<file path="src/design/sdram_pkg.sv">
`default_nettype none

package sdram_pkg;

    typedef logic [22:0] sdram_addr_t;      // SDRAM word address
    typedef logic [15:0] word_t;
    typedef logic [31:0] gfx_t;             // First word in the low half

    // Bank port toward the controller
    typedef struct packed {
        sdram_addr_t addr;
        logic        rd;
        logic        wr;
        word_t       din;
        logic [1:0]  wrmask;                // 1 keeps the byte
    } bank_req_t;

    // Controller answer, one ack per request
    typedef struct packed {
        logic  ack;
        logic  dst;                         // Data on the bus this cycle
        logic  rdy;                         // Request finished
        word_t data;
    } bank_rsp_t;

    // What a slot hands to its bank arbiter
    typedef struct packed {
        logic        req;
        logic        we;
        sdram_addr_t addr;                  // Already offset into the map
        word_t       din;
        logic [1:0]  wrmask;
    } slot_req_t;

    // Region offsets, in words
    localparam sdram_addr_t ROM_OFFSET  = 23'h00_0000;
    localparam sdram_addr_t WRAM_OFFSET = 23'h30_0000;
    localparam sdram_addr_t GFX_OFFSET  = 23'h00_0000;  // Bank 1

    // Download byte address where graphics data begins
    localparam logic [25:0] DL_GFX_START = 26'h040_0000;

    // Slots per bank
    localparam int NSLOT  = 2;
    localparam int SLOT_W = $clog2(NSLOT);

endpackage

`default_nettype wire

</file>
<file path="src/design/rom_download.sv">
`timescale 1ns/1ps
`default_nettype none

module rom_download
    import sdram_pkg::*;
(
    input  wire logic        clk,
    input  wire logic        rst,
    input  wire logic        downloading,
    input  wire logic [25:0] ioctl_addr,
    input  wire logic [ 7:0] ioctl_dout,
    input  wire logic        ioctl_wr,
    input  wire logic        prog_rdy,
    output sdram_addr_t      prog_addr,
    output word_t            prog_data,
    output logic [1:0]       prog_mask,
    output logic             prog_ba,
    output logic             prog_we,
    output logic             dwnld_busy
);
    logic        is_gfx;
    logic [25:0] rel_addr;                  // Byte address inside its region
    sdram_addr_t word_addr;
    logic        strobe;

    assign is_gfx    = ioctl_addr >= DL_GFX_START;
    assign rel_addr  = is_gfx ? ioctl_addr - DL_GFX_START : ioctl_addr;
    assign word_addr = (is_gfx ? GFX_OFFSET : ROM_OFFSET) + rel_addr[23:1];
    assign strobe    = downloading && ioctl_wr;

    // Write request held until the controller takes it
    always_ff @(posedge clk) begin
        if (rst) begin
            prog_we <= 1'b0;
        end else begin
            if (prog_rdy) prog_we <= 1'b0;
            if (strobe) prog_we <= 1'b1;
        end
    end

    always_ff @(posedge clk) begin
        if (strobe) begin
            prog_addr <= word_addr;
            prog_data <= {ioctl_dout, ioctl_dout};
            prog_ba   <= is_gfx;                // Graphics go to bank 1
            // Even byte lands in the upper half, big-endian CPU order
            prog_mask <= rel_addr[0] ? 2'b10 : 2'b01;
        end
    end

    assign dwnld_busy = downloading || prog_we;

endmodule

`default_nettype wire

</file>
<file path="config.mk">
export PLATFORM = sky130hd
export DESIGN_NAME = rom_download
export DESIGN_NICKNAME = d
export VERILOG_FILES = /design/src/design/sdram_pkg.sv /design/src/design/rom_download.sv
export SDC_FILE = /design/constraint.sdc
export NUM_CORES = 1
export LEC_CHECK = 0
export BUFFER_PORTS_ARGS = -buffer_cell sky130_fd_sc_hd__buf_2
export CAP_MARGIN = 20
export CORE_MARGIN = 3
export CORE_UTILIZATION = 41
export DETAILED_ROUTE_END_ITERATION = 10
export PLACE_DENSITY = 0.79
export SLEW_MARGIN = 40
export SYNTH_ARGS = -nofsm -noshare
export SYNTH_HDL_FRONTEND = slang
export SYNTH_SLANG_ARGS = --single-unit
export TNS_END_PERCENT = 20
</file>
<file path="constraint.sdc">
create_clock -name clk -period 1.8 [get_ports clk]
set_input_delay 0.36 -clock clk [delete_from_list [all_inputs] [get_ports clk]]
set_output_delay 0.36 -clock clk [all_outputs]
set_load 0.005 [all_outputs]
</file>
## Word-level counts from Yosys, hierarchy flattened

Cells that the tools add are included.

| word-level totals | value |
|---|---|
| bits in registers | 43 |
| input bits | 39 |
| output and inout bits | 44 |
| logic and storage cells | 14 |

| cells by class | value |
|---|---|
| add/sub/neg operators | 1 |
| order comparisons | 1 |
| mux-type cells | 4 |
| reduce and logical (&&, ||, !) cells | 3 |

Operators by type and width:

| cell | count |
|---|---|
| greater-or-equal comparator 26 x 23 -> 1 bit (second input constant) | 1 |
| 2-to-1 mux 24 bit | 1 |
| subtractor 24 x 23 -> 24 bit (second input constant) | 1 |
| 2-to-1 mux 1 bit | 2 |
| 2-to-1 mux 2 bit | 1 |
| nonzero test 2 bit | 1 |
| logical AND 1 bit | 1 |
| logical OR 1 bit | 1 |

## Logic depth before layout (Yosys ltp)

Gate-level depths: netlist (run 1).

| depth | value |
|---|---|
| depth after elaboration | 3 |
| depth in mapped cells | 6 |
| depth with buffers taken out | 6 |

## Least setup slack after synthesis (run 1)

Ideal clock, no wire load.

| path | value |
|---|---|
| path kind | input-to-reg |
| from | in ioctl_wr |
| to | reg prog_addr[0], enable pin |
| setup time | 395 ps |
| arrival time | 1216 ps |
| data required time | 1405 ps |
| setup slack | 189 ps |
| cell stages on the path | 1 |
| path buffers | 0 |
| cell sequence | and2_1 |

| on the way | value |
|---|---|
| cells in the longest elaborated chain, start to end | 1 |

Ends and longest elaborated chain:

| what | line | RTL |
|---|---|---|
| start: declaration | rom_download.sv:12 | `input wire logic ioctl_wr,` |
| logical AND 1 bit | rom_download.sv:29 | `assign strobe = downloading && ioctl_wr;` |
| end signal: assignment | rom_download.sv:43 | `prog_addr <= word_addr;` |
| end: declaration | rom_download.sv:14 | `output sdram_addr_t prog_addr,` |

No other way between the ends.
A chain may end at the register's enable or synchronous reset.

## Worst setup path in the final report (run 1)

| path | value |
|---|---|
| from | reg prog_we |
| to | out dwnld_busy |

| on the way | value |
|---|---|
| cells in the longest elaborated chain, start to end | 1 |

Ends and longest elaborated chain:

| what | line | RTL |
|---|---|---|
| start: declaration | rom_download.sv:18 | `output logic prog_we,` |
| start signal: assignment | rom_download.sv:34 | `prog_we <= 1'b0;` |
| start signal: assignment | rom_download.sv:36 | `if (prog_rdy) prog_we <= 1'b0;` |
| start signal: assignment | rom_download.sv:37 | `if (strobe) prog_we <= 1'b1;` |
| logical OR 1 bit | rom_download.sv:51 | `assign dwnld_busy = downloading \|\| prog_we;` |
| end: declaration | rom_download.sv:19 | `output logic dwnld_busy` |

No other way between the ends.

==> results of run 1 <==
metrics by stage:
step                      worst slack, ns  util, %  area [um2]  total power [mW]  hold WS (ns)
after floorplan                     0.189        -        1260              1.04         0.432
after global placement              0.189     58.8        1660              1.14         0.477
after detailed placement            0.166     58.8        1660              1.15         0.525
after CTS                           0.439     60.4        1710              1.52         0.176
after global routing                0.406     60.4        1710              1.58         0.169
final                               0.466     60.4        1710              1.49         0.197
layout make-up:
cell class	count	area, um2	share of cell area [%]
tap	31	38.8	2.27
clock buffer	5	37.5	2.20
timing repair buffer	84	425	24.9
sequential	35	1040	60.9
multi-input combinational	18	143	8.35
clock inverter	2	8.76	0.512
inverter	4	15.0	0.878
final timing paths:
check,startpoint,end,depth (start not counted)
hold / removal,rst,prog_we,2
setup reg to reg,prog_we,prog_we,2
hold reg to reg,prog_we,prog_we,2
setup / recovery,prog_we,dwnld_busy,2
logic make-up (layout without fill, tap and decap cells):
family          Yosys count  in the layout  synth area share (%)
flops                    35             35                  82.7
simple gates             12             12                  6.46
buf+inv                  12             95                  5.96
fa+ha+maj                 2              2                  1.99
compound gates            2              2                  1.39
xor+xnor                  1              1                 0.696
mux                       1              1                 0.795
power groups by stage:
stage	clock network (mW)	logic [mW]	registers, mW
after floorplan	0	0.0436	0.997
after global placement	0	0.155	0.985
after detailed placement	0	0.159	0.986
after CTS	0.393	0.159	0.968
after global routing	0.430	0.175	0.974
final	0.368	0.156	0.967
metal layers:
layer  up-vias  part of all wire [%]  wire (um)
li1        403                     -          -
met1       371                    34        815
met2        59                    49       1180
met3         6                    15        363
met4         0                   2.3         56
met5         -                     0          0
state kept, by name, indices dropped and copies added, names as in the netlist:
register,flops
prog_ba,1
prog_we,1
prog_data,8
prog_mask,2
prog_addr,23
layout by cell type, fill, tap and decap left out:
cell / n
nor4_1: 3
nor4_2: 1
dfxtp_1: 1
buf_2: 82
edfxtp_1: 34
nand4_1: 1
inv_1: 4
mux2i_1: 1
nor3_1: 1
xnor2_1: 1
clkbuf_4: 5
nor2_1: 2
o211ai_2: 1
or2_1: 1
nand2_1: 1
buf_4: 2
nor4b_2: 1
a21oi_1: 1
clkinv_1: 1
ha_1: 2
and2_1: 1
clkinv_2: 1
==> results.md, run 1 <==
* Leak at ~0.76 nW
* Reg clk slew, reported paths at around 0.09 ns
* Cell Area, Synth at between 1000 and 1500 um2
* Syn avg cell area at about 19 um2
* Synthesis Warnings at 0
* Worst reg2reg setup slack at roughly 1.2 ns
* Fill count at ~230
* CTS tree: built
* Clock Tree Buf Depth at 2
* H-tree levels at 2
* CP required at 1.44 ns
* Max IR drop VDD at ~450 uV
* N_diodes at 0
* Final Critical Period at about 1.3 ns
* Die Y at 61.4 um
* Area growth syn-to-layout at 35.8%
* Sequential area share after synthesis at 82.7%
* Initial DRC Count at 12
* Post-route ant nets at 0
* Mapped Cells at 65
* CP Capture Type: output port
* Gpl congestion at approximately 0.67
* Slew @ Worst Pin at between 0.3 and 0.4 ns
* Max Fclk at between 700 and 800 MHz
* Core footprint at between 2000 and 3000 um2
* Port buffer count at just over 80
* Worst Hold Class: input pin to register
* Sw Share at between 20% and 30%
* Root Driver: clkbuf_4
* Worst path cell trace: or2_1 -> buf_2
* DRC at 0
* Clock Latency Late Sink at ~0.32 ns
* # setup viols final at 0
* Power per Cell Area at between 800 and 900 nW/um2
* Dpl cells at ~170
* Comb power frac at a little over a tenth
* Pins Over Slew Limit at 0
* Final hold vios at 0
* Area contributors post-synth: edfxtp_1, buf_4, ha_1
* Overall routed net length at 2410 um
* Placement Rows at 19
* Top Ports at between 80 and 90
* CTS Buf Count at 5
* Post-synth top area share at about four fifths
* Vias post-DR at approximately 840
* Synth top cells by count: edfxtp_1, buf_4, inv_1
* Fin cells at 179
* Clock Skews at 0 ns
* # Max-Cap Violations at 0
* Clk sinks at 35
* CP bufs+invs at 1
* CP max FO at 3
* RSZ-0062 raised after global routing: false
* Int Power at 1.17 mW
* Post CTS Setup Buffer Count at 0
* NumNets Final at approximately 190
* Yosys cell types at 18
* Fin crit share at approximately 74%
* Family with the most delay on the worst path: flip-flops
* Switch Pwr at 0.317 mW
* Crit Path Class: register to output port
* Initial Util at 44.5%
* Critical Path Start Type: register
* Initial antenna violation count at 0
* GRT Total Usage at around an eighth
* Layout cells sized above 1 at a little over three fifths
* Number of global-route vias before repair at just over 700
* Hold-fix buffers, CTS at 0
* Register share of total power at 64.9%
* Die ar. at around 3800 um2
* Rel. slew slack at around 77%
* Largest net degree at the start of global routing at 28
* Setup TNS at 0 ns
* Grt ovf at 0
* Area leader, netlist: edfxtp_1
* FF+latch count, synth at 35
* Die width at approximately 61 um
* Max incr delay on CP at around 0.32 ns
* GRT Max-Usage Layer: met2
* GR Layer Usage met1 at between 10% and 20%
* Predominant post-synthesis flop cell: edfxtp_1
* Post-synth net total at between 100 and 150
* Vias/cell at roughly 4.7
* GRT met2 Usage at a little over a fifth
* Cts repair resizes at 0
* Status: complete, no violations
* Worst path slowest cell: dfxtp_1
* Clk pwr share at 24.7%
* First-pass GRT wire length at 3270 um
* Post-synth EDFFs at 34
* Wire per inst at 13.5 um
* Asr flop ratio synth at 0%
* Routing usage on met3 at under 10%
* Most numerous cell in the Yosys netlist: edfxtp_1
* Data arrival time of the worst path at between 0.9 and 1 ns
* DRT Pass-1 Iters at 2
Note: power is estimated with default switching activity, not from simulation.
==> inputs of run 2 (changes only) <==
Clock period 1.8 ns to 1.3 ns, I/O delays scaled along.
==> results.md, run 2 (synthesis gave the netlist of run 1 again) <==
* Clock Skews at 0 ns (unchanged)
* Final Critical Period at roughly 1.2 ns
* Post-route ant nets at 0 (unchanged)
* Largest net degree at the start of global routing at 35 (+25%)
* Reg clk slew, reported paths at 0.09 ns (about the same)
* Multi-input logic area at 150 um2 (+5.3%)
* Fin crit share at a little over nine tenths
* Max IR drop VDD at 830 uV (+84%)
* Met2 wire length at 1190 um (+1.0%)
* Vias/cell at 4.68 (about the same)
* Port buffer count at 82 (unchanged)
* Root Driver: clkbuf_4
* Post-DP Area at 1680 um2 (+0.83%)
* Worst Hold Class: input pin to register
* Largest regs: prog_addr (23), prog_data (8), prog_mask (2)
* Wl on met1 at 888 um (+9.0%)
* Wire per inst at 13.7 um (+1.6%)
* Die width at 61.4 um (unchanged)
* DRC at 0 (unchanged)
* CP bufs+invs at 1 (unchanged)
* Most frequent cells in the layout: buf_2, edfxtp_1, clkbuf_4
* Most common cell after layout, fill and taps aside: buf_2
* Worst path cell trace: or2_1 -> buf_2
* Top Ports at 83 (unchanged)
* Max reg flops at 23 (unchanged)
* First-pass GRT wire length at 3320 um (+1.5%)
* Most flop-heavy register: prog_addr
* Number of global-route vias before repair at 724 (unchanged)
* Rel. slew slack at 78.6% (+1.5 points)
* Die ar. at 3770 um2 (unchanged)
* Layout cells sized above 1 at 65.1% (+2.3 points)
* Vias post-DR at 843 (+0.48%)
* Final Core Density at 62.2% (+1.8 points)
* Data arrival time of the worst path at 0.97 ns (about the same)
* Register Area at 1040 um2 (+0.12%)
* Crit Path Class: register to output port
* CTS tree: built
* Final hold vios at 0 (unchanged)
* Leak at 0.782 nW (+2.5%)
* Area growth syn-to-layout at 39.9%
* Status: complete, no violations
* Slew @ Worst Pin at 0.319 ns (-0.0244 ns)
* RSZ-0062 raised after global routing: false
* CTS Buf Count at 5 (unchanged)
* GRT Total Usage at 13.1% (+0.31 points)
* CP max FO at 3 (unchanged)
* Met3 wire length at 330 um (-9.1%)
* Clock Tree Buf Depth at 2 (unchanged)
* Initial antenna violation count at 0 (unchanged)
* Family with the most delay on the worst path: flip-flops
* NumNets Final at 189 (unchanged)
* # setup viols final at 0 (unchanged)
* Fill count at 211 (-6.6%)
* Max Used Layer: met4
* Power per Cell Area at 1300 nW/um2 (+49%)
* DRT Pass-1 Iters at 4 (+2)
* Max Fclk at 814 MHz
* # Max-Cap Violations at 0 (unchanged)
* CP required at 1.04 ns (-0.40 ns)
* Initial DRC Count at 13 (+1)
* CP Capture Type: output port
* Placement Rows at 19 (unchanged)
* Worst path slowest cell: dfxtp_2
* Clk sinks at 35 (unchanged)
* Max incr delay on CP at 0.33 ns (about the same)
* N_diodes at 0 (unchanged)
* Die Y at 61.4 um (unchanged)
* Fin area at 1760 um2 (+3.0%)
* Initial Util at 44.5% (unchanged)
* Gpl congestion at 0.656 (-1.5%)
* Grt ovf at 0 (unchanged)
* Critical Path Start Type: register
* H-tree levels at 2 (unchanged)
* Overall routed net length at 2460 um (+2.2%)
* Core footprint at 2830 um2 (unchanged)
* Clock Latency Late Sink at 0.32 ns (about the same)
* Pins Over Slew Limit at 0 (unchanged)
## run 2: report_power, final
group / switching [mW] / leakage [nW] / internal, mW
logic: 0.104 / 0.410 / 0.118
registers: 0.0191 / 0.329 / 1.32
clock network: 0.333 / 0.0426 / 0.395
total: 0.457 / 0.782 / 1.83
## run 2: final cells by class
type                            instances  share of cell area, %
Inverter                                4                  0.853
Clock buffer                            5                   2.13
Sequential cell                        35                   59.2
Tap cell                               31                   2.20
Timing Repair Buffer                   84                   24.9
Clock inverter                          3                   2.20
Multi-Input combinational cell         18                   8.53
## run 2: path summary, 6_finish.rpt
kind | depth (start not counted) | to | from | slack [ns]
max | 2 | dwnld_busy | prog_we | 0.07
min | 2 | prog_we | rst | 0.07
max reg2reg | 2 | prog_we | prog_we | 0.71
min reg2reg | 2 | prog_we | prog_we | 0.49
## run 2: per-layer routing
metal,GRT usage (%),up-vias
li1,-,404
met1,12.8,372
met2,21.9,60
met3,7.13,7
met4,7.88,0
met5,0,-
## run 2: timing repair
item / CTS / global route
resized for setup: 0 / 2
buffers inserted: 0 / 0
hold buffers: 0 / 0
endpoints found under the setup margin: 0 / 2
## run 2: stage by stage
| stage | power, mW | hold WS [ns] | TNS [ns] | setup WS [ns] | std cells |
|---|---|---|---|---|---|
| 6_report | 2.29 | 0.0685 | 0 | 0.0709 | 180 |
| 5_1_grt | 2.41 | 0.0541 | 0 | 0.00958 | 180 |
| 4_1_cts | 2.32 | 0.0540 | 0 | 0.0246 | 180 |
| 3_5_place_dp | 1.59 | 0.418 | -0.492 | -0.254 | 172 |
| 3_3_place_gp | 1.58 | 0.420 | -0.391 | -0.195 | 172 |
| 2_1_floorplan | 1.44 | 0.332 | -0.0281 | -0.0227 | 65 |
## run 2: worst reg2reg max path, cell delays in order, from the launching register on
cell and delay [ns]:
dfxtp_2 0.33, a21oi_1 0.12, nor2_1 0.05
==> inputs of run 3 (changes only) <==
Settings changed: CORE_ASPECT_RATIO from default to 1.4, MAX_ROUTING_LAYER from default to met4, PLACE_DENSITY 0.79 to 0.8.
==> results.md, run 3 (synthesis gave the netlist of run 1 again) <==
* Status: complete, no violations
* Largest net degree at the start of global routing at 35 (unchanged)
* Hold Path Cell Cnt at 2 (unchanged)
* Placement Setup Slack at -0.205 ns (+0.0487 ns)
* Die Y at 71.6 um (+17%)
* Hold_sp: rst
* # Max-Cap Violations at 0 (unchanged)
* CP startpoint: prog_we
* H-tree levels at 2 (unchanged)
* Fill count at 228 (+8.1%)
* CTS tree: built
* Area growth syn-to-layout at 40.8%
* Cts repair resizes at 0 (unchanged)
* Clk pwr share at 30.6% (-1.2 points)
* Number of global-route vias before repair at 843 (+16%)
* Largest regs: prog_addr (23), prog_data (8), prog_mask (2)
* Routing usage on met3 at 4.16% (-3.0 points)
* Max reg flops at 23 (unchanged)
* Clock Skews at 0 ns (unchanged)
* Reg clk slew, reported paths at 0.06 ns (-0.03 ns)
* Final Core Density at 61.0% (-1.3 points)
* Most flop-heavy register: prog_addr
* Post-route ant nets at 0 (unchanged)
* Rel. slew slack at 79.2% (+0.63 points)
* Register share of total power at 59.4% (+0.9 points)
* Overall routed net length at 2570 um (+4.4%)
* Gpl congestion at 0.753 (+15%)
* Port buffer count at 82 (unchanged)
* Vias post-DR at 868 (+3.0%)
* Comb power frac at 9.9% (+0.2 points)
* First-pass GRT wire length at 3790 um (+14%)
* Initial antenna violation count at 0 (unchanged)
* Power per Cell Area at 1270 nW/um2 (-2.0%)
* Layout cells sized above 1 at 62.7% (-2.4 points)
* Slew @ Worst Pin at 0.309 ns (-0.00978 ns)
* Fin crit share at 93.4% (-1.1 points)
* GRT Max-Usage Layer: met2
* Setup TNS at 0 ns (unchanged)
* CP Capture Type: output port
* Grt ovf at 0 (unchanged)
* Switch Pwr at 0.454 mW (-0.70%)
* DP Wirelength at 2110 um
* GRT met2 Usage at 27.6% (+5.7 points)
* # setup viols final at 0 (unchanged)
* Root Driver: clkbuf_8
* Most frequent cells in the layout: buf_2, edfxtp_1, clkbuf_8
* Die width at 52.8 um (-14%)
* NumNets Final at 190 (+0.53%)
* Clock Tree Buf Depth at 2 (unchanged)
* Initial DRC Count at 21 (+8)
* CTS Buf Count at 5 (unchanged)
* Worst reg2reg setup slack at 0.69 ns (-0.02 ns)
* R2r worst-path depth at 2 (unchanged)
* Worst Setup EP: dwnld_busy
* CP max FO at 3 (unchanged)
* Max IR drop VDD at 707 uV (-15%)
* GR Layer Usage met1 at 12.3% (-0.43 points)
* Crit Path Class: register to output port
* Die ar. at 3780 um2 (+0.26%)
* Core footprint at 2910 um2 (+2.7%)
* CP required at 1.04 ns (about the same)
* Final Critical Period at 1.21 ns (-0.0147 ns)
* Sw Share at 20.1% (+0.14 points)
* Int Power at 1.81 mW (-1.6%)
* Leak at 0.783 nW (+0.16%)
* Pins Over Slew Limit at 0 (unchanged)
* Worst r2r dst: prog_we
* GRT Total Usage at 14.9% (+1.8 points)
* PnR worst setup slack at 0.0856 ns (+0.0147 ns)
* Final hold vios at 0 (unchanged)
* Most common cell after layout, fill and taps aside: buf_2
* Max Fclk at 823 MHz (+1.2%)
* Placement Rows at 23 (+4)
* Data arrival time of the worst path at 0.95 ns (-0.02 ns)
* Clock Latency Late Sink at 0.27 ns (-0.05 ns)
* N_diodes at 0 (unchanged)
* Top Ports at 83 (unchanged)
* Worst Hold Class: input pin to register
* Initial Util at 43.3% (-1.2 points)
* DRT Pass-1 Iters at 4 (unchanged)
* Clk sinks at 35 (unchanged)
* Wire per inst at 13.8 um (+0.51%)
* Worst r2r src: prog_we
* Critical Path Start Type: register
* DRC at 0 (unchanged)
* Vias/cell at 4.64 (-0.89%)
-- run 3: cell types whose count changed in the layout (fill, tap and decap cells not counted), sizes merged --
cell    delta
clkbuf     +1
bufinv     -1
buf        +1
-- run 3: metal layers --
layer  part of all wire [%]  vias up
met2                     59       43
met3                    8.1        5
met5                      0        -
met1                     31      411
met4                    1.7        0
li1                       -      409
-- run 3: timing repair --
item	CTS	global route
endpoints found under the setup margin	0	2
hold buffers	0	0
buffers inserted	0	1
-- run 3: metrics by stage --
stage | hold slack [ns] | instances | power [mW] | cell area [um2]
finish | 0.135 | 187 | 2.26 | 1770
global placement | 0.418 | 178 | 1.58 | 1680
floorplan | 0.332 | 65 | 1.44 | 1260
CTS | 0.130 | 186 | 2.28 | 1760
detailed placement | 0.426 | 178 | 1.59 | 1680
global route | 0.131 | 187 | 2.36 | 1770
-- run 3: worst min path at each step --
stage	end	slack, ns
2_1_floorplan	prog_we	0.33
3_3_place_gp	prog_we	0.42
3_5_place_dp	prog_we	0.43
4_1_cts	prog_we	0.13
5_1_grt	prog_we	0.13
6_report	prog_we	0.14
-- run 3: power groups by stage --
stage / combinational (mW) / sequential (mW) / clock [mW]
final: 0.224 / 1.34 / 0.692
after global routing: 0.248 / 1.35 / 0.760
after CTS: 0.227 / 1.34 / 0.710
after detailed placement: 0.226 / 1.37 / 0
after global placement: 0.218 / 1.36 / 0
after floorplan: 0.0608 / 1.38 / 0
-- run 3: worst max-delay path, cell delays in order (launching register included) --
cell	delay, ns
dfxtp_1	0.33
or2_1	0.23
buf_2	0.13
-- run 3: cell type report --
cell class | count | area [um2] | share of cell area [%]
sequential | 35 | 1040 | 58.8
timing repair buffer | 85 | 445 | 25.1
multi-input combinational | 18 | 144 | 8.12
clock buffer | 6 | 72.6 | 4.10
tap | 37 | 46.3 | 2.61
inverter | 4 | 15.0 | 0.847
clock inverter | 2 | 7.51 | 0.424
