`src/design/sdram_pkg.sv`:
```
`default_nettype none

package sdram_pkg;

    typedef logic [22:0] sdram_addr_t;      // SDRAM word address
    typedef logic [15:0] word_t;
    typedef logic [31:0] gfx_t;             // First word in the low half

    // Bank port toward the controller
    typedef struct packed {
        sdram_addr_t addr;
        logic        rd;
        logic        wr;
        word_t       din;
        logic [1:0]  wrmask;                // 1 keeps the byte
    } bank_req_t;

    // Controller answer, one ack per request
    typedef struct packed {
        logic  ack;
        logic  dst;                         // Data on the bus this cycle
        logic  rdy;                         // Request finished
        word_t data;
    } bank_rsp_t;

    // What a slot hands to its bank arbiter
    typedef struct packed {
        logic        req;
        logic        we;
        sdram_addr_t addr;                  // Already offset into the map
        word_t       din;
        logic [1:0]  wrmask;
    } slot_req_t;

    // Region offsets, in words
    localparam sdram_addr_t ROM_OFFSET  = 23'h00_0000;
    localparam sdram_addr_t WRAM_OFFSET = 23'h30_0000;
    localparam sdram_addr_t GFX_OFFSET  = 23'h00_0000;  // Bank 1

    // Download byte address where graphics data begins
    localparam logic [25:0] DL_GFX_START = 26'h040_0000;

    // Slots per bank
    localparam int NSLOT  = 2;
    localparam int SLOT_W = $clog2(NSLOT);

endpackage

`default_nettype wire

```
`src/design/sdram_slot.sv`:
```
`timescale 1ns/1ps
`default_nettype none

module sdram_slot
    import sdram_pkg::*;
#(
    parameter type data_t = word_t,
    parameter bit  DOUBLE = 1'b0            // Payload spans two words
) (
    input  wire logic        clk,
    input  wire logic        rst,
    input  wire logic        cs,
    input  wire sdram_addr_t addr,
    input  wire sdram_addr_t offset,
    input  wire logic        we,
    input  wire word_t       din,
    input  wire logic [1:0]  wrmask,
    input  wire logic        clr,
    input  wire logic        gnt,
    input  wire bank_rsp_t   rsp,
    output slot_req_t        req,
    output logic             ok,
    output data_t            dout
);
    sdram_addr_t caddr;                     // Client address of cached data
    data_t       cdata;
    logic        valid;
    logic        busy;
    logic        part;                      // Second word of a pair
    logic        wr_done;
    sdram_addr_t op_addr;
    logic        op_we;
    word_t       op_din;
    logic [1:0]  op_mask;
    sdram_addr_t sd_addr;
    word_t       rd_word;
    word_t       lo_word;
    word_t       cur_word;
    data_t       fill;
    data_t       merged;
    logic        hit;
    logic        wr_held;
    logic        start;
    logic        done;
    logic        last;

    assign hit      = valid && caddr == addr;
    assign wr_held  = wr_done && addr == op_addr;   // Finished write still presented
    assign start    = !busy && cs && (we ? !wr_held : !hit);
    assign done     = gnt && rsp.rdy;
    assign last     = !DOUBLE || op_we || part;
    assign cur_word = (gnt && rsp.dst) ? rsp.data : rd_word;
    assign dout     = cdata;

    generate
        if (DOUBLE) begin : g_double
            assign fill = {cur_word, lo_word};
        end else begin : g_single
            assign fill = cur_word;
        end
    endgenerate

    // Write data merged into a cached word
    always_comb begin
        merged = cdata;
        if (!op_mask[1]) merged[15:8] = op_din[15:8];
        if (!op_mask[0]) merged[7:0] = op_din[7:0];
    end

    always_comb begin
        req.req    = busy;
        req.we     = op_we;
        req.addr   = sd_addr;
        req.din    = op_din;
        req.wrmask = op_mask;
    end

    always_ff @(posedge clk) begin
        if (rst) begin
            valid   <= 1'b0;
            busy    <= 1'b0;
            part    <= 1'b0;
            wr_done <= 1'b0;
            ok      <= 1'b0;
        end else begin
            ok <= (cs && (we ? wr_held : hit)) || (busy && done && last);
            if (!cs || !we || addr != op_addr) wr_done <= 1'b0;
            if (start) begin
                busy <= 1'b1;
                part <= 1'b0;
            end
            if (busy && done) begin
                if (last) begin
                    busy <= 1'b0;
                    if (op_we) wr_done <= 1'b1;
                    else valid <= 1'b1;
                end else begin
                    part <= 1'b1;               // Go fetch the upper word
                end
            end
            if (clr) valid <= 1'b0;
        end
    end

    always_ff @(posedge clk) begin
        if (start) begin
            op_addr <= addr;
            op_we   <= we;
            op_din  <= din;
            op_mask <= wrmask;
            sd_addr <= offset + addr;
        end
        if (gnt && rsp.dst) rd_word <= rsp.data;
        if (busy && done && !last) begin
            lo_word <= cur_word;
            sd_addr <= sd_addr + 1'b1;
        end
        if (busy && done && last) begin
            if (!op_we) begin
                caddr <= op_addr;
                cdata <= fill;
            end else if (valid && caddr == op_addr) begin
                cdata <= merged;                // Write hit keeps cache coherent
            end
        end
    end

endmodule

`default_nettype wire

```
`config.mk`:
```
export PLATFORM = sky130hd
export DESIGN_NAME = sdram_slot
export DESIGN_NICKNAME = d
export VERILOG_FILES = /design/src/design/sdram_pkg.sv /design/src/design/sdram_slot.sv
export SDC_FILE = /design/constraint.sdc
export NUM_CORES = 1
export LEC_CHECK = 0
export BUFFER_PORTS_ARGS = -buffer_cell sky130_fd_sc_hd__buf_2
export CELL_PAD_IN_SITES_DETAIL_PLACEMENT = 1
export CELL_PAD_IN_SITES_GLOBAL_PLACEMENT = 1
export CORE_UTILIZATION = 39
export DETAILED_ROUTE_END_ITERATION = 10
export HOLD_SLACK_MARGIN = 0.1
export PLACE_DENSITY_LB_ADDON = 0.1
export SLEW_MARGIN = 15
export SYNTH_ARGS = -nofsm -noshare
export SYNTH_HDL_FRONTEND = slang
export SYNTH_SLANG_ARGS = --single-unit
```
`constraint.sdc`:
```
create_clock -name clk -period 4.4 [get_ports clk]
set_input_delay 0.88 -clock clk [delete_from_list [all_inputs] [get_ports clk]]
set_output_delay 0.88 -clock clk [all_outputs]
set_load 0.1 [all_outputs]
```
# == Word-level counts from Yosys, hierarchy flattened ==
# Cells that the tools add are included.
# classes
addsub,1
n_reduce_logical,22
muxes,10
eq_ne,7
bitwise_logic,1
# ops
cell,n
== test 23 bit,3
two-way mux 16 bit,3
adder 23 bit,1
inequality test 23 bit,1
two-way mux 8 bit,2
logical AND 1 bit,9
AND reduction 3 bit,2
zero test 1 bit,5
two-way mux 1 bit,5
inequality test 2 bit (second input constant),2
OR reduction 2 bit,2
logical OR 1 bit,3
inequality test 2 x 1 -> 1 bit (second input constant),1
AND reduction 2 bit,1
inverter 1 bit,1
# totals
inputBits,89
ff_bits,124
wordCells,54
output_inout_bits,60

# == Logic depth before layout (Yosys ltp) ==
# Gate-level depths: netlist (run 1).
# depth
word_depth,6
depth_mapped,10
depth_no_buf,10

# == Worst setup path before layout (run 1) ==
# No wires, ideal clock.
# synth_timing
path_kind,input -> register
start,input port addr[6]
end,register op_addr[0] (enable)
stages,7
arrival_time_ns,4.171
setup_time_ns,0.488
n_path_buf,0
slack_ns,-0.259
required_time_ns,3.912
cell_sequence,xor2_1 nor4_1 nand4_1 nor3_1 a31oi_1 nand2_1 nor2_1
# synth_via
elab_chain_len,5
elab_cells_between_ends,8
classes_between,eq/ne (2); mux (1); reduce/logical (5)
# synth_rtl
element,line_no,text
from (decl),sdram_slot.sv:13,"input wire sdram_addr_t addr,"
== test 23 bit (on tied branches),"sdram_slot.sv:47, sdram_slot.sv:48",
logical AND 1 bit (on tied branches),"sdram_slot.sv:47, sdram_slot.sv:48",
zero test 1 bit,sdram_slot.sv:49,assign start = !busy && cs && (we ? !wr_held : !hit);
two-way mux 1 bit (*),sdram_slot.sv:49,
logical AND 1 bit (*),sdram_slot.sv:49,
net start,sdram_slot.sv:43,logic start;
to (signal assigned),sdram_slot.sv:107,op_addr <= addr;
to (decl),sdram_slot.sv:31,sdram_addr_t op_addr;
# Mark *: on every way through the listed nets, which the timed path passes. The rest lies on a longest branch.
# A chain may end at the register's enable or synchronous reset.

# == Final worst setup path (run 1) ==
# layout_timing
start,input port addr[0]
end,register sd_addr[22] (data pin)
# layout_via
elab_chain_len,1
# layout_rtl
element,line_no,text
adder 23 bit,sdram_slot.sv:111,sd_addr <= offset + addr;
to (signal assigned),sdram_slot.sv:111,
to (signal assigned),sdram_slot.sv:116,sd_addr <= sd_addr + 1'b1;
to (decl),sdram_slot.sv:35,sdram_addr_t sd_addr;
# No other way between the ends.

==> results of run 1 <==
[sequential cells by signal, indices dropped and copies added, names as in the netlist]
name	count
op_mask	2
dout	16
busy	1
wr_done	1
valid	1
op_din	16
caddr	23
sd_addr	23
ok	1
rd_word	16
op_we	1
op_addr	23
[routing by layer]
layer / wire, µm / global-route usage / part of all wire
met1: 6249 / 0.2413 / 0.45
met2: 6854 / 0.3104 / 0.49
met3: 639 / 0.04940 / 0.046
met4: 207 / 0.07371 / 0.015
met5: 0 / 0 / 0
[final cells by class]
cell class	count	share of cell area
Tap cell	184	0.03091
Sequential cell	124	0.4731
Timing Repair Buffer	150	0.1035
Multi-Input combinational cell	278	0.3056
Clock buffer	24	0.06468
Clock inverter	8	0.01865
Inverter	7	0.003528
[cells in the mapped netlist, types with 3 or more instances]
library cell / n / area [µm²]
edfxtp_1: 104 / 3123
xor2_1: 51 / 446.7
xnor2_1: 37 / 324.1
mux2_2: 32 / 360.4
ha_1: 22 / 275.3
dfxtp_1: 20 / 400.4
a21oi_1: 18 / 90.09
nand2_1: 17 / 63.81
nand4_1: 11 / 68.82
nor4_1: 10 / 62.56
o21ai_0: 8 / 40.04
a21o_1: 7 / 52.55
inv_1: 7 / 26.28
nor2_1: 7 / 26.28
a31oi_1: 5 / 31.28
nor3_1: 5 / 25.02
and3_1: 4 / 25.02
nand3_1: 4 / 20.02
buf_4: 3 / 22.52
clkbuf_1: 3 / 11.26
[cells by family (layout without fill, tap and decap cells)]
group,after synthesis,in the layout
buffers and inverters,13,189
XOR/XNOR,88,88
multiplexers,33,33
AO/OA/AOI/OAI,61,61
flip-flops,124,124
AND/OR/NAND/NOR,73,73
adder cells (fa/ha/maj),23,23
[power by group through the flow]
stage | Clock [mW] | Sequential [mW] | Combinational (mW)
floorplan | 0 | 1.69 | 0.249
global placement | 0 | 1.43 | 0.660
detailed placement | 0 | 1.43 | 0.672
CTS | 1.50 | 1.41 | 0.677
global route | 1.55 | 1.42 | 0.710
finish | 1.47 | 1.41 | 0.668
[worst paths after layout]
check / endpoint / slack (ns) / cells past startpoint
max: sd_addr[22] / 1.45 / 11
min: rd_word[11] / 0.47 / 1
max reg2reg: dout[7] / 1.75 / 6
min reg2reg: rd_word[11] / 0.47 / 1
[worst reg2reg max path, cell delays in order, from the launching register on]
cell	delay (ns)
edfxtp_1	0.42
xor2_1	0.19
nor4_1	0.35
nand4_1	0.13
nor3_1	0.22
nand4_1	0.21
o22ai_1	0.74
==> PnR_summary.wiki, run 1 <==
{| class="wikitable"
! Metric !! Value
|-
| Adder and majority cell fraction of the synthesized area || 0.05048
|-
| Commonest non-fill, non-tap cells in the layout || buf_2, edfxtp_1, xor2_1
|-
| Startpoint of the worst register-to-register path || caddr[20]
|-
| First-pass GRT wire length || 22,410 µm
|-
| Net count of the mapped netlist || 527
|-
| Delay of the slowest cell on the worst path || 0.41 ns
|-
| Synthesized-area fraction occupied by xor and xnor cells || 0.1318
|-
| Number of iterations in the first detailed-routing pass || 4
|-
| Fin Hold WS || 0.4688 ns
|-
| I/O pin count || 149
|-
| Count of input and output buffers || 147
|-
| Initial Utilization || 0.4009
|-
| Width of the die || 124.5 µm
|-
| Pleak || 2.995 nW
|-
| Netlist area before placement || 5849 µm²
|-
| Clock sink count || 124
|-
| Layout Area Growth over Synthesis || 27.32%
|-
| Largest fanout on the critical path || 4
|-
| Unrepaired setup endpoints after global routing || no
|-
| Fraction of the mapped netlist area in compound gates || 0.06973
|-
| Share of power burned in combinational logic || 0.188
|-
| Die outline height || 124.5 µm
|-
| Total design power || 3.546 mW
|-
| Number of flops mapped to enable cells by yosys || 104
|-
| Most common flop cell mapped by yosys || edfxtp_1
|-
| Final-layout fill cell count || 1,544
|-
| Vias || 3,931
|-
| Number of resized instances in the post-cts repair step || 0
|-
| Worst setup margin || 1.448 ns
|-
| Proportion of synthesized flip-flops having asynchronous set or reset || 0
|-
| Multiplexer share of the synthesized area || 0.06332
|-
| Fraction of power consumed by sequential logic || 0.398
|-
| Count of placed standard cells including taps || 743
|-
| Reg clk slew, reported paths || 0.05 ns
|-
| Detailed-route DRC error count || 0
|-
| Routed wire length || 13,950 µm
|-
| H-tree level count || 4
|-
| Fraction of final layout cells sized beyond drive strength 1 || 0.3756
|-
| Diodes inserted || 0
|-
| Worst min-delay path category || reg -> reg
|-
| Critical path class || in -> reg
|-
| Power per unit of standard cell area || 476.1 nW/µm²
|-
| Leading cell type in the layout, fill and taps excluded || buf_2
|-
| Proportion of synthesized chip area in sequential cells || 0.6024
|-
| Standard cell area after detailed placement || 6827 µm²
|-
| Setup violations, final || 0
|-
| Category of the worst setup path capture point || register
|-
| Crit path buf inv count || 2
|-
| Period utilization || 0.6708
|-
| Detailed placer's ending HPWL || 10,440 µm
|-
| Fraction of the mapped netlist area in simple logic gates || 0.07209
|-
| Worst skew pair latency || 0.41 ns
|-
| Worst min-delay path startpoint || rd_word[11]
|-
| Post-detailed-route via-to-cell ratio || 5.072
|-
| Worst setup path start || addr[0]
|-
| Number of core rows || 44
|-
| Yosys cell types || 54
|-
| Largest buffer count on any clock path || 2
|-
| Post-Synthesis Mean Instance Area || 14.09 µm²
|-
| Data arrival at the endpoint of the critical path || 3.11 ns
|-
| Largest net degree at the start of global routing || 51
|-
| Worst-Margin Slew || 0.8986 ns
|-
| Number of warnings reported in the yosys synthesis log || 0
|-
| Yosys reg bits || 124
|-
| Cells after synthesis || 415
|-
| Routability congestion estimate from global placement || 0.7898
|-
| Result of the run || finished clean
|-
| Delay-heaviest family, CP || compound AO/OA/AOI/OAI gates
|-
| Post-Layout Inst Area || 7447 µm²
|-
| Area of all sequential standard cells || 3523 µm²
|-
| TritonCTS clock tree || done
|-
| Total Nets Final || 690
|-
| DRT iter0 DRCs || 155
|-
| Shortest clock period the worst path allows after layout || 2.952 ns
|-
| Post-Route Skew || 0.01112 ns
|-
| Via count of the first global-routing pass || 4,128
|-
| Total grt overflow || 0
|-
| Worst setup slack before clock tree synthesis || 1.061 ns
|-
| Main combinational cell family by area after synthesis || XOR/XNOR gates
|-
| CP Data Required Time || 4.55 ns
|-
| Count of endpoints failing hold in the final timing report || 0
|-
| Remaining antenna violation count after routing || 0
|-
| Number of max-slew violations in the final report || 0
|-
| Die ar. || 15,490 µm²
|-
| Multi-input combinational cell area || 2276 µm²
|-
| Core Box Area || 14,590 µm²
|-
| NetSw || 0.9897 mW
|-
| Buffers inserted by post-CTS timing repair || 0
|-
| Clk network pwr share || 0.414
|-
| Number of max-cap violations || 0
|-
| Overall fraction of global-route tracks in use || 0.1903
|-
| Final core utilization || 0.5105
|-
| Startpoint kind of the worst setup timing path || input port
|-
| Sw Ratio || 0.2791
|-
| Total Negative Setup Slacks || 0 ns
|-
| Initial antenna violation count || 0
|-
| Clock root buffer || clkbuf_16
|-
| Maximum clock frequency || 0.3388 GHz
|-
| CTS buffer count || 17
|-
| Final standard cell count with taps included and fillers excluded || 775
|-
| CTS Hold Bufs || 0
|-
| Critical-path cell with the highest stage delay || fa_1
|-
| Cell chain of the critical path || buf_2, ha_1, inv_1, fa_1, nor2b_1, o31a_1, o31ai_1, and3b_1, o311ai_1, a31oi_1, xnor2_1
|-
| Peak supply drop || 0.2717 mV
|-
| Remaining max-slew budget at the tightest pin || 0.4009
|-
| Cell internal pwr || 2.556 mW
|-
| Average wire length per cell after detail routing || 18.00 µm
|}
No activity file was read; power rests on OpenSTA's default activity.
==> run 2: changes to the inputs <==
--- a/config.mk
+++ b/config.mk
@@ -8,7 +8,7 @@
 export BUFFER_PORTS_ARGS = -buffer_cell sky130_fd_sc_hd__buf_2
 export CELL_PAD_IN_SITES_DETAIL_PLACEMENT = 1
 export CELL_PAD_IN_SITES_GLOBAL_PLACEMENT = 1
-export CORE_UTILIZATION = 39
+export CORE_UTILIZATION = 40
 export DETAILED_ROUTE_END_ITERATION = 10
 export HOLD_SLACK_MARGIN = 0.1
 export PLACE_DENSITY_LB_ADDON = 0.1
==> constraint.sdc (replaced) <==
create_clock -name clk -period 3.1 [get_ports clk]
set_input_delay 0.62 -clock clk [delete_from_list [all_inputs] [get_ports clk]]
set_output_delay 0.62 -clock clk [all_outputs]
set_load 0.1 [all_outputs]
==> run 2 against run 1 <==
  * Clock skew shrank 0.0036 ns
  * Largest power group unchanged
  * Via count up 1.8%
  * Critical endpoint unchanged
  * Critical path type unchanged
  * Non-clock buffer count is 4 higher
  * Sequential cell count unchanged
  * Combinational power up 43%
  * Highest routed layer unchanged
  * Die area decreased by 2.5%
  * Clock-buffer cell count down 2
  * Setup slack got worse by 0.95 ns
==> PnR_summary.wiki, run 2 (synthesis results as in run 1) <==
{| class="wikitable"
! Metric !! Value
|-
| Worst skew pair latency || 0.42 ns
|-
| CTS buffer count || 17
|-
| Worst-Margin Slew || 0.7353 ns
|-
| Largest net degree at the start of global routing || 58
|-
| Setup slack, reg-to-reg || 0.76 ns
|-
| Result of the run || finished clean
|-
| Vias || 4,002
|-
| Pleak || 2.999 nW
|-
| Number of resized instances in the post-cts repair step || 0
|-
| Initial antenna violation count || 0
|-
| Largest buffer count on any clock path || 2
|-
| Worst Hold Path EP || valid
|-
| Startpoint of the worst register-to-register path || op_addr[1]
|-
| Die outline height || 122.9 µm
|-
| Overall fraction of global-route tracks in use || 0.1935
|-
| Buffers inserted by post-CTS timing repair || 0
|-
| Diodes inserted || 0
|-
| Total grt overflow || 0
|-
| Routed wire length || 13,890 µm
|-
| Total Nets Final || 694
|-
| Total design power || 4.998 mW
|-
| Period utilization || 0.8393
|-
| Leading cell type in the layout, fill and taps excluded || buf_2
|-
| I/O pin count || 149
|-
| Remaining antenna violation count after routing || 0
|-
| Critical path class || in -> reg
|-
| Clock root buffer || clkbuf_16
|-
| Worst min-delay path category || in -> reg
|-
| Detailed placer's ending HPWL || 10,260 µm
|-
| Power per unit of standard cell area || 669.5 nW/µm²
|-
| Category of the worst setup path capture point || register
|-
| Count of endpoints failing hold in the final timing report || 0
|-
| Commonest non-fill, non-tap cells in the layout || buf_2, edfxtp_1, xor2_1
|-
| Maximum clock frequency || 0.3844 GHz
|-
| Number of max-cap violations || 0
|-
| DRT iter0 DRCs || 144
|-
| Data arrival at the endpoint of the critical path || 2.77 ns
|-
| Initial Utilization || 0.4150
|-
| Count of input and output buffers || 147
|-
| Core Box Area || 14,100 µm²
|-
| Startpoint kind of the worst setup timing path || input port
|-
| CP Data Required Time || 3.27 ns
|-
| Cell depth of the worst min-delay path || 2
|-
| Largest registers || caddr: 23 flops, op_addr: 23 flops, sd_addr: 23 flops
|-
| Worst R2R End || op_addr[21]
|-
| Fraction of final layout cells sized beyond drive strength 1 || 0.3849
|-
| Routability congestion estimate from global placement || 0.8403
|-
| Post-detailed-route via-to-cell ratio || 5.164
|-
| Peak supply drop || 0.3921 mV
|-
| Clock sink count || 124
|-
| Number of core rows || 43
|-
| H-tree level count || 4
|-
| Post-Route Skew || 0.007497 ns
|-
| Unrepaired setup endpoints after global routing || no
|-
| Die ar. || 15,110 µm²
|-
| Setup violations, final || 0
|-
| Detailed-route DRC error count || 0
|-
| Width of the die || 122.9 µm
|-
| Layout Area Growth over Synthesis || 27.61%
|-
| Number of max-slew violations in the final report || 0
|-
| Number of iterations in the first detailed-routing pass || 4
|-
| Shortest clock period the worst path allows after layout || 2.602 ns
|-
| Largest fanout on the critical path || 4
|-
| First-pass GRT wire length || 21,260 µm
|-
| Reg clk slew, reported paths || 0.06 ns
|-
| Average wire length per cell after detail routing || 17.92 µm
|-
| Worst reg-to-reg path cell count || 8
|-
| Remaining max-slew budget at the tightest pin || 0.5086
|-
| Worst min-delay path startpoint || clr
|-
| Via count of the first global-routing pass || 4,089
|-
| TritonCTS clock tree || done
|-
| CTS Hold Bufs || 0
|-
| Total Negative Setup Slacks || 0 ns
|}
==> run 2: area by class of cell <==
| type | instances | area, µm² |
|---|---|---|
| multi-input combinational | 278 | 2276 |
| fill | 1460 | 6631 |
| clock inverter | 10 | 138.9 |
| timing repair buffer | 154 | 800.8 |
| tap | 180 | 225.2 |
| clock buffer | 22 | 474.2 |
| inverter | 7 | 26.28 |
| sequential | 124 | 3523 |
==> run 2: worst max path at each step <==
| stage | startpoint | to | cells past startpoint |
|---|---|---|---|
| after floorplan | addr[6] | op_addr[0] | 7 |
| after global placement | addr[0] | sd_addr[22] | 11 |
| after detailed placement | addr[0] | sd_addr[22] | 11 |
| after CTS | addr[0] | sd_addr[22] | 11 |
| after global routing | addr[0] | sd_addr[22] | 11 |
| final | addr[0] | sd_addr[22] | 11 |
==> run 2: routing by layer <==
layer / up-vias / GRT usage / part of all wire
met3: 15 / 0.06411 / 0.065
li1: 1896 / - / -
met1: 1973 / 0.2372 / 0.44
met4: 0 / 0.07393 / 0.015
met5: - / 0 / 0
met2: 118 / 0.3153 / 0.48
==> run 2: critical path: stages <==
cell	delay (ns)
buf_2	0.13
ha_1	0.18
inv_1	0.06
fa_1	0.42
nor2b_1	0.17
o31a_1	0.19
o31ai_1	0.11
and3b_1	0.22
o311ai_1	0.34
a31oi_1	0.18
xnor2_1	0.15
==> run 2: where the power goes <==
group / leakage (nW) / total (mW) / internal (mW) / switching [mW]
Combinational: 1.57 / 0.952 / 0.275 / 0.676
Sequential: 1.14 / 2.00 / 1.95 / 0.0479
Clock: 0.288 / 2.04 / 1.33 / 0.720
Total: 3.00 / 5.00 / 3.55 / 1.44
==> run 2: through the flow <==
stage	hold slack (ns)	cells	setup slack, ns	util	area, µm²
after floorplan	0.4467	415	0.4958	-	5857
after global placement	0.4519	743	0.1158	0.4861	6852
after detailed placement	0.4596	743	0.03944	0.4861	6852
after CTS	0.3434	775	0.4842	0.5296	7465
after global routing	0.3446	775	0.3576	0.5296	7465
final	0.3684	775	0.4983	0.5296	7465
==> run 3: changes to the inputs <==
==> constraint.sdc (replaced) <==
create_clock -name clk -period 2.6 [get_ports clk]
set_input_delay 0.52 -clock clk [delete_from_list [all_inputs] [get_ports clk]]
set_output_delay 0.52 -clock clk [all_outputs]
set_load 0.1 [all_outputs]
==> run 3 against run 2 <==
  * Sequential power is 20% higher
  * Core utilization is 2.2 points higher
  * Critical path depth is 1 higher
  * Sequential share of layout area is 1.9 points lower
  * Critical path type unchanged
  * Largest cell class unchanged
==> PnR_summary.wiki, run 3 (synthesis results as in run 1) <==
{| class="wikitable"
! Metric !! Value
|-
| Result of the run || finished clean
|-
| Post-Layout Inst Area || 7770 µm²
|-
| Largest fanout on the critical path || 3
|-
| Reg clk slew, reported paths || 0.05 ns
|-
| Final-layout fill cell count || 1,463
|-
| Share of power burned in combinational logic || 0.202
|-
| Post-detailed-route via-to-cell ratio || 5.043
|-
| NetSw || 1.724 mW
|-
| Period utilization || 0.9425
|-
| Worst min-delay path category || in -> reg
|-
| Routed wire length || 14,990 µm
|-
| CP Data Required Time || 2.76 ns
|-
| Fraction of power consumed by sequential logic || 0.397
|-
| Total grt overflow || 0
|-
| Largest buffer count on any clock path || 2
|-
| Worst R2R End || dout[0]
|-
| Routed met1 length || 6395 µm
|-
| Power per unit of standard cell area || 776.4 nW/µm²
|-
| Cell chain of the critical path || buf_2, ha_1, inv_1, fa_2, nor2b_2, o31a_1, o31ai_2, buf_4, and3b_1, or3_4, a21boi_2, xor2_1
|-
| Vias || 4,095
|-
| Number of iterations in the first detailed-routing pass || 4
|-
| Final core utilization || 0.5512
|-
| Largest net degree at the start of global routing || 25
|-
| DRT iter0 DRCs || 215
|-
| Startpoint of the worst register-to-register path || caddr[14]
|-
| Peak supply drop || 0.4170 mV
|-
| CTS Hold Bufs || 0
|-
| Via count of the first global-routing pass || 4,441
|-
| Data arrival at the endpoint of the critical path || 2.61 ns
|-
| Die ar. || 15,110 µm²
|-
| Initial antenna violation count || 1
|-
| Clock sink count || 124
|-
| Number of max-slew violations in the final report || 0
|-
| Worst-Margin Slew || 0.5525 ns
|-
| Diodes inserted || 0
|-
| TritonCTS clock tree || done
|-
| H-tree level count || 4
|-
| Delay-heaviest family, CP || simple AND/OR/NAND/NOR gates
|-
| Shortest clock period the worst path allows after layout || 2.450 ns
|-
| CTS buffer count || 17
|-
| Commonest non-fill, non-tap cells in the layout || buf_2, edfxtp_1, xor2_1
|-
| Worst reg-to-reg path cell count || 7
|-
| Critical path class || in -> reg
|-
| Worst min-delay path startpoint || clr
|-
| Detailed placer's ending HPWL || 11,130 µm
|-
| Final standard cell count with taps included and fillers excluded || 812
|-
| I/O pin count || 149
|-
| Number of max-cap violations || 0
|-
| First-pass GRT wire length || 23,220 µm
|-
| Die outline height || 122.9 µm
|-
| Number of resized instances in the post-cts repair step || 0
|-
| Total Nets Final || 732
|-
| Clk network pwr share || 0.401
|-
| Startpoint kind of the worst setup timing path || input port
|-
| Category of the worst setup path capture point || register
|-
| Buffers inserted by post-CTS timing repair || 0
|-
| Metal3 WL || 823 µm
|-
| Post-Route Skew || 0.01016 ns
|-
| Initial Utilization || 0.4150
|-
| Sw Ratio || 0.2857
|-
| Overall fraction of global-route tracks in use || 0.2108
|-
| Largest registers || caddr: 23 flops, op_addr: 23 flops, sd_addr: 23 flops
|-
| Critical-path cell with the highest stage delay || or3_4
|-
| Routed length on met2 || 7517 µm
|-
| Leading cell type in the layout, fill and taps excluded || buf_2
|-
| Remaining antenna violation count after routing || 0
|-
| Average wire length per cell after detail routing || 18.46 µm
|-
| Number of core rows || 43
|-
| Worst Hold Path EP || valid
|-
| Pleak || 3.186 nW
|-
| Maximum clock frequency || 0.4081 GHz
|-
| Core Box Area || 14,100 µm²
|-
| Crit path buf inv count || 3
|-
| Count of endpoints failing hold in the final timing report || 0
|-
| Cell internal pwr || 4.309 mW
|-
| Standard cell area after detailed placement || 7162 µm²
|-
| Routability congestion estimate from global placement || 0.7736
|-
| Count of placed standard cells including taps || 781
|-
| Layout Area Growth over Synthesis || 32.83%
|-
| Remaining max-slew budget at the tightest pin || 0.6316
|-
| Detailed-route DRC error count || 0
|-
| Setup violations, final || 0
|-
| Clock root buffer || clkbuf_16
|-
| Width of the die || 122.9 µm
|-
| Delay of the slowest cell on the worst path || 0.39 ns
|-
| Count of input and output buffers || 147
|-
| Setup slack, reg-to-reg || 0.34 ns
|-
| DR top layer || met5
|-
| Worst skew pair latency || 0.42 ns
|-
| Fraction of final layout cells sized beyond drive strength 1 || 0.4209
|-
| Cell depth of the worst min-delay path || 2
|-
| Unrepaired setup endpoints after global routing || no
|}
==> run 3: through the flow <==
step	hold WS (ns)	setup slack (ns)	total power [mW]	TNS, ns
final	0.2719	0.1495	6.032	0
after global routing	0.2685	0.04402	6.246	0
after CTS	0.2519	0.04232	6.093	0
after detailed placement	0.4603	-0.3980	3.646	-1.723
after global placement	0.4511	-0.2747	3.608	-1.126
after floorplan	0.4467	0.09585	3.289	0
==> run 3: layout make-up <==
cell class,count,area (µm²),share of cell area
Sequential cell,124,3523,0.4535
Timing Repair Buffer,192,1111,0.1430
Clock inverter,8,142.6,0.01836
Clock buffer,23,447.9,0.05765
Inverter,7,26.28,0.003382
Multi-Input combinational cell,278,2293,0.2952
Tap cell,180,225.2,0.02899
==> run 3: worst register-to-register path, cell delays in order (launching register included) <==
cell,delay [ns]
edfxtp_1,0.43
xor2_1,0.21
nor4_1,0.37
nand3_1,0.16
nor3_1,0.24
nand4_1,0.18
o22ai_1,0.18
buf_4,0.20
==> run 3: worst max path at each step <==
stage | startpoint | to | slack, ns | depth (start not counted)
after floorplan | addr[6] | op_addr[0] | 0.1 | 7
after global placement | addr[0] | sd_addr[20] | -0.27 | 12
after detailed placement | addr[0] | sd_addr[22] | -0.40 | 12
after CTS | addr[0] | sd_addr[22] | 0.04 | 12
after global routing | addr[0] | sd_addr[20] | 0.04 | 12
final | addr[0] | sd_addr[20] | 0.15 | 12
==> run 3: routing by layer <==
metal | track usage | up-vias
met5 | 0 | -
met4 | 0.08537 | 2
met3 | 0.04982 | 17
met2 | 0.3648 | 124
met1 | 0.2513 | 1982
li1 | - | 1970
==> run 3: power by group through the flow <==
stage | Combinational [mW] | Sequential [mW] | Clock (mW)
after floorplan | 0.423 | 2.87 | 0
after global placement | 1.19 | 2.42 | 0
after detailed placement | 1.21 | 2.43 | 0
after CTS | 1.23 | 2.39 | 2.47
after global routing | 1.30 | 2.41 | 2.54
final | 1.22 | 2.39 | 2.42
